### src/include/stream_settings.svh
`ifndef STREAM_SETTINGS_SVH
`define STREAM_SETTINGS_SVH

// ==================================================
// Stream sizing for the pixel to USB bulk path
// ==================================================

`define STREAM_FIFO_DEPTH 2048      // Byte capacity as a power of two
`define STREAM_PKT_LEN    512       // High speed bulk packet size
`define STREAM_LEVEL_W    12        // Holds 0 up to full depth
`define STREAM_LEN_W      12        // Length field of the controller

// One second square wave at 60 MHz
`define STREAM_HB_HALF    30000000

`endif

### src/hw/heartbeat_div.sv
`timescale 1ns/1ps
`include "stream_settings.svh"

module heartbeat_div #(
  parameter int HALF_PERIOD = `STREAM_HB_HALF  // Cycles between toggles
) (
  input  logic ulpi_clk,
  input  logic I_rst_n,
  output logic heartbeat_o                     // Debug square wave
);

  localparam int CNT_W = (HALF_PERIOD > 1) ? $clog2(HALF_PERIOD) : 1;

  logic [CNT_W-1:0] cnt_q;                     // Cycles in the current half
  logic             wrap;                      // Last cycle of the half

  assign wrap = (cnt_q == CNT_W'(HALF_PERIOD - 1));

  always_ff @(posedge ulpi_clk or negedge I_rst_n) begin
    if (!I_rst_n) begin
      cnt_q       <= '0;
      heartbeat_o <= 1'b0;
    end else if (wrap) begin
      cnt_q       <= '0;                       // Start next half
      heartbeat_o <= ~heartbeat_o;             // Toggle on wrap
    end else begin
      cnt_q       <= cnt_q + 1'b1;
    end
  end

endmodule

### config.mk
export PLATFORM = sky130hd
export DESIGN_NAME = heartbeat_div
export DESIGN_NICKNAME = d
export VERILOG_FILES = /design/src/hw/heartbeat_div.sv
export VERILOG_INCLUDE_DIRS = /design/src /design/src/include
export SDC_FILE = /design/constraint.sdc
export NUM_CORES = 1
export LEC_CHECK = 0
export ABC_AREA = 1
export ABC_CLOCK_PERIOD_IN_PS = 2000
export BUFFER_PORTS_ARGS = -buffer_cell sky130_fd_sc_hd__buf_2
export CORE_UTILIZATION = 41
export DETAILED_ROUTE_END_ITERATION = 8
export SLEW_MARGIN = 30
export SYNTH_ARGS = -nofsm -noshare
export SYNTH_HDL_FRONTEND = slang
export SYNTH_SLANG_ARGS = --single-unit
### constraint.sdc
create_clock -name ulpi_clk -period 2 [get_ports ulpi_clk]
set_clock_uncertainty 0.2 [all_clocks]
set_input_delay 0.1 -clock ulpi_clk [delete_from_list [all_inputs] [get_ports ulpi_clk]]
set_output_delay 0.1 -clock ulpi_clk [all_outputs]
set_load 0.02 [all_outputs]
After elaboration in Yosys (flattened, before gate mapping). Cells that the tools add are included.

Eq/ne operators: 1. Muxes and demuxes: 1. $add $sub $neg: 1. Bitwise gates (word level): 1.

Operators with widths (count): 25-bit by 1-bit adder with 25-bit output (second input constant) (1); 25-bit == test (second input constant) (1); 25-bit 2-to-1 mux (1); 1-bit inverter (1).

Bits in registers: 26. Input port bits: 2. Logic and storage cells: 6.

Depth between registers and ports, before layout.
Depth in word-level cells: 2. Gate-level depth with buffers: 9. Depth with buffers taken out: 9.

Worst setup path after synthesis. Ideal clock, no wire load.

Path kind: reg2reg. Start: register cnt_q[0]. End: register cnt_q[24]. Setup slack: 0.540 ns. Cell stages (with the launch flop): 9. Setup time: 0.119 ns. Data arrival time: 1.141 ns. Path buffers: 0. Period minus slack after synthesis: 1.460 ns. Cells stage by stage: dfrtp_1 ha_1 nand2_2 nor2_4 nand2_2 nor2_4 nand3_1 nand2_1 nor2_1.

Cells in the longest elaborated chain, start to end: 2. Elaborated cells on any way between the ends: 3. Classes of those cells: add/sub: 1; eq/ne: 1; mux: 1.

RTL lines: from (decl) (RTL line heartbeat_div.sv:14) `logic [CNT_W-1:0] cnt_q;`; from (signal assigned) (RTL line heartbeat_div.sv:27) `cnt_q <= cnt_q + 1'b1;`; 25-bit by 1-bit adder with 25-bit output / 25-bit == test (equally long branches) (RTL line heartbeat_div.sv:27, heartbeat_div.sv:17); 25-bit 2-to-1 mux * (RTL line heartbeat_div.sv:23) `end else if (wrap) begin`.

Mark *: on every way between the ends. The rest lies on a longest branch, timed or not. A chain may end at the register's enable or synchronous reset.

Worst setup path after layout.
Start: register cnt_q[0]. End: register cnt_q[16].

The elaborated chain is that of the path after synthesis.

==> out/summary.json <==
{
  "run_status": {"value": "finished clean"},
  "grt_usage": {"value": 17.6, "unit": "%"},
  "internal-power": {"value": 703, "unit": "uW"},
  "start_util": {"value": 44.2, "unit": "%"},
  "ctsResizeCount": {"value": 0},
  "first_pass_iters": {"value": 4},
  "seq_power_share": {"value": 59.4, "unit": "%"},
  "drt_drc_violations_left": {"value": 0},
  "post_synth_mux_area_share": {"value": 0, "unit": "%"},
  "power_frac_clock": {"value": 39.2, "unit": "%"},
  "time_the_final_worst_path_needs_with_i_o_delays_and_setup": {"value": 1630, "unit": "ps"},
  "layout-drive-gt1-share": {"value": 11.7, "unit": "%"},
  "post_cts_buffers": {"value": 0},
  "nets": {"value": 226},
  "via_count": {"value": 1260},
  "critPathLaunchType": {"value": "flip-flop"},
  "synthToLayoutAreaGrowth": {"value": 8.66, "unit": "%"},
  "p_sw_share": {"value": 20.5, "unit": "%"},
  "cts_buffers": {"value": 3},
  "timing.slew.headroom": {"value": 60.7, "unit": "%"},
  "fin_tns_setup": {"value": 0, "unit": "ps"},
  "boundaryPins": {"value": 3},
  "gp_routability_congestion": {"value": 0.849},
  "globalRouteOverflowTotal": {"value": 0},
  "totalPowerFinal": {"value": 884, "unit": "uW"},
  "power_density": {"value": 531, "unit": "nW/um^2"},
  "cts_hold_repair.buffers": {"value": 1},
  "cell_count_after_placement": {"value": 263},
  "leakage": {"value": 0.801, "unit": "nW"},
  "p_sw": {"value": 181, "unit": "uW"},
  "cp_data_arrival_time": {"value": 1590, "unit": "ps"},
  "stdcell_count": {"value": 268},
  "max_cap_viol_count": {"value": 0},
  "largest_net_degree_at_the_start_of_global_routing": {"value": 27},
  "vdd_ir_drop_max": {"value": 311, "unit": "uV"},
  "yosysWarnings": {"value": 0},
  "cts.reportedPaths.clkPinSlew": {"value": 90, "unit": "ps"},
  "floorplan.rows": {"value": 21},
  "crit_slowest_cell": {"value": "sky130_fd_sc_hd__dfrtp_1"},
  "crit_type": {"value": "flip-flop to flip-flop"},
  "timing.critical_path.slowest_cell_delay": {"value": 380, "unit": "ps"},
  "mappedNetlistArea": {"value": 1530, "unit": "sq um"},
  "grt_setup_unrepaired": {"value": "no"},
  "detailedPlacementHpwl": {"value": 2310, "unit": "um"},
  "routed_via_density": {"value": 4.70},
  "hold_viol": {"value": 0},
  "critical_path.endpoint_type": {"value": "flip-flop"},
  "mappedNetlistNets": {"value": 218},
  "initial_antenna_violation_count": {"value": 0},
  "tritoncts_num_sinks": {"value": 26},
  "synth_compound_area_share": {"value": 1.80, "unit": "%"},
  "first_global_vias": {"value": 1196},
  "fin_crit_sh": {"value": 81.7, "unit": "%"},
  "area_of_the_core_region": {"value": 3470, "unit": "sq um"},
  "pwr-share-comb": {"value": 1.4, "unit": "%"},
  "floorplan.die_area": {"value": 3980, "unit": "sq um"},
  "synth.lib_cells_used.distinct": {"value": 17},
  "type_of_the_most_critical_hold_path": {"value": "input pin to asynchronous set/reset pin"},
  "yosys.area_share.xor_xnor": {"value": 6.29, "unit": "%"},
  "postSynthCellCount": {"value": 215},
  "clock_path_buffers": {"value": 2},
  "synth_top_family_by_area": {"value": "simple AND/OR/NAND/NOR gates"},
  "cts_tree": {"value": "built"},
  "n_fill_cell": {"value": 365},
  "timing.fmax": {"value": 0.612, "unit": "GHz"},
  "dr.first_iter.drc_count": {"value": 38},
  "grt_pass1_wl": {"value": 5460, "unit": "um"},
  "clockRootBuffer": {"value": "sky130_fd_sc_hd__clkbuf_8"},
  "cts-htree-levels": {"value": 1},
  "sequential_area_share_after_synthesis": {"value": 42.5, "unit": "%"},
  "portBuffers": {"value": 2},
  "synthesized_area_fraction_occupied_by_adder_cells": {"value": 0.817, "unit": "%"},
  "finalSetupViolations": {"value": 0},
  "synth_simple_gate_area_share": {"value": 40.3, "unit": "%"},
  "worstPathCellList": {"value": "ha_1 -> nand2_2 -> nor2_4 -> nand4_1 -> nor2_2 -> nor2_1"},
  "crit_required": {"value": 1950, "unit": "ps"},
  "routedWlPerCell": {"value": 11.4, "unit": "um"},
  "clock_insertion_delay_worst_skew": {"value": 280, "unit": "ps"},
  "antenna_left": {"value": 0},
  "synth.avg_cell_area": {"value": 7.12, "unit": "sq um"},
  "x_dimension_of_the_die": {"value": 63.1, "unit": "um"},
  "count_of_final_max_slew_check_failures": {"value": 0},
  "worst_path_maximum_fanout": {"value": 6},
  "num_antenna_cells": {"value": 0},
  "fin_hold_ws": {"value": 152, "unit": "ps"},
  "tightest_slew": {"value": 590, "unit": "ps"},
  "vertical_die_dimension": {"value": 63.1, "unit": "um"},
  "ys_ff_latch": {"value": 26},
  "wl": {"value": 3040, "unit": "um"}
}
==> path summary, 6_finish.rpt <==
check / start / endpoint / slack (ps) / depth (start not counted)
min in group ulpi_clk: cnt_q[0] / cnt_q[0] / 270 / 1
hold reg to reg: cnt_q[0] / cnt_q[0] / 270 / 1
setup reg to reg: cnt_q[0] / cnt_q[16] / 370 / 6
max in group asynchronous: I_rst_n / cnt_q[16] / 1050 / 2
hold / removal: I_rst_n / cnt_q[11] / 150 / 2
setup / recovery: cnt_q[0] / cnt_q[16] / 370 / 6
==> cell usage after synthesis <==
library cell	instances	share of area, %
sky130_fd_sc_hd__o21bai_1	1	0.49
sky130_fd_sc_hd__ha_1	1	0.82
sky130_fd_sc_hd__nor2_1	40	9.8
sky130_fd_sc_hd__dfrtp_1	26	42
sky130_fd_sc_hd__nand3_1	10	3.3
sky130_fd_sc_hd__nor2_2	8	3.3
sky130_fd_sc_hd__nor2_4	4	2.9
sky130_fd_sc_hd__a21oi_1	1	0.33
sky130_fd_sc_hd__nand2_2	7	2.9
sky130_fd_sc_hd__nand4_1	5	2.0
sky130_fd_sc_hd__xnor2_1	5	2.9
sky130_fd_sc_hd__inv_2	1	0.24
sky130_fd_sc_hd__nand2_1	59	14
sky130_fd_sc_hd__xor2_1	6	3.4
sky130_fd_sc_hd__o21ai_0	3	0.98
sky130_fd_sc_hd__inv_1	33	8.1
sky130_fd_sc_hd__nor3_1	5	1.6
==> critical path, delay by kind of cell, from the launching register on <==
family	cells	cell delay, ps
and+or+nand+nor	5	740
adders and majority gates	1	190
DFF	1	380
==> area by class of cell <==
class,count,area (sq um),area share [%]
clock buffer,4,55.1,3.31
inverter,34,128,7.67
multi-input combinational,155,753,45.3
sequential,26,651,39.1
tap,46,57.6,3.46
timing repair buffer,3,20.0,1.20
==> cells in the final DEF (no fill, tap or decap) <==
cell | Yosys | routed
sky130_fd_sc_hd__dlygate4sd3_1 | 0 | 1
sky130_fd_sc_hd__nor2_1 | 40 | 40
sky130_fd_sc_hd__inv_1 | 33 | 33
sky130_fd_sc_hd__nand4_1 | 5 | 5
sky130_fd_sc_hd__nand3_1 | 10 | 10
sky130_fd_sc_hd__clkbuf_8 | 0 | 4
sky130_fd_sc_hd__xor2_1 | 6 | 6
sky130_fd_sc_hd__buf_2 | 0 | 2
sky130_fd_sc_hd__nor2_2 | 8 | 8
sky130_fd_sc_hd__nor2_4 | 4 | 4
sky130_fd_sc_hd__a21oi_1 | 1 | 1
sky130_fd_sc_hd__o21bai_1 | 1 | 1
sky130_fd_sc_hd__ha_1 | 1 | 1
sky130_fd_sc_hd__nand2_1 | 59 | 59
sky130_fd_sc_hd__xnor2_1 | 5 | 5
sky130_fd_sc_hd__dfrtp_1 | 26 | 26
sky130_fd_sc_hd__nand2_2 | 7 | 7
sky130_fd_sc_hd__nor3_1 | 5 | 5
sky130_fd_sc_hd__o21ai_0 | 3 | 3
sky130_fd_sc_hd__inv_2 | 1 | 1
==> registers in the layout, indices dropped and copies added, names as in the netlist <==
signal and flops:
heartbeat_o 1, cnt_q 25
==> through the flow <==
step / cell area, sq um / worst slack (ps) / util, %
after detailed placement: 1600 / 405 / 46.1
after CTS: 1660 / 390 / 48.0
final: 1660 / 366 / 48.0
after global placement: 1600 / 435 / 46.1
after global routing: 1660 / 233 / 48.0
after floorplan: 1530 / 540 / -
==> logic make-up after synthesis <==
| kind of cell | count (synthesis) |
|---|---|
| adder cells (fa/ha/maj) | 1 |
| flip-flops | 26 |
| buffers and inverters | 34 |
| AO/OA/AOI/OAI | 5 |
| XOR/XNOR | 11 |
| AND/OR/NAND/NOR | 138 |
==> power groups by stage <==
| stage | registers [mW] | logic, mW | clock network, mW |
|---|---|---|---|
| finish | 0.525 | 0.0122 | 0.347 |
| global placement | 0.536 | 0.0120 | 0 |
| floorplan | 0.536 | 0.000000410 | 0 |
| global route | 0.525 | 0.0153 | 0.371 |
| CTS | 0.525 | 0.0135 | 0.353 |
| detailed placement | 0.536 | 0.0120 | 0 |
==> metal layers <==
metal,track usage [%],vias up,wire [um]
li1,-,659,-
met1,26.4,574,1610
met2,25.3,21,1270
met3,2.17,6,93
met4,7.27,0,68
met5,0,-,0
(Power assumes the default switching activity.)
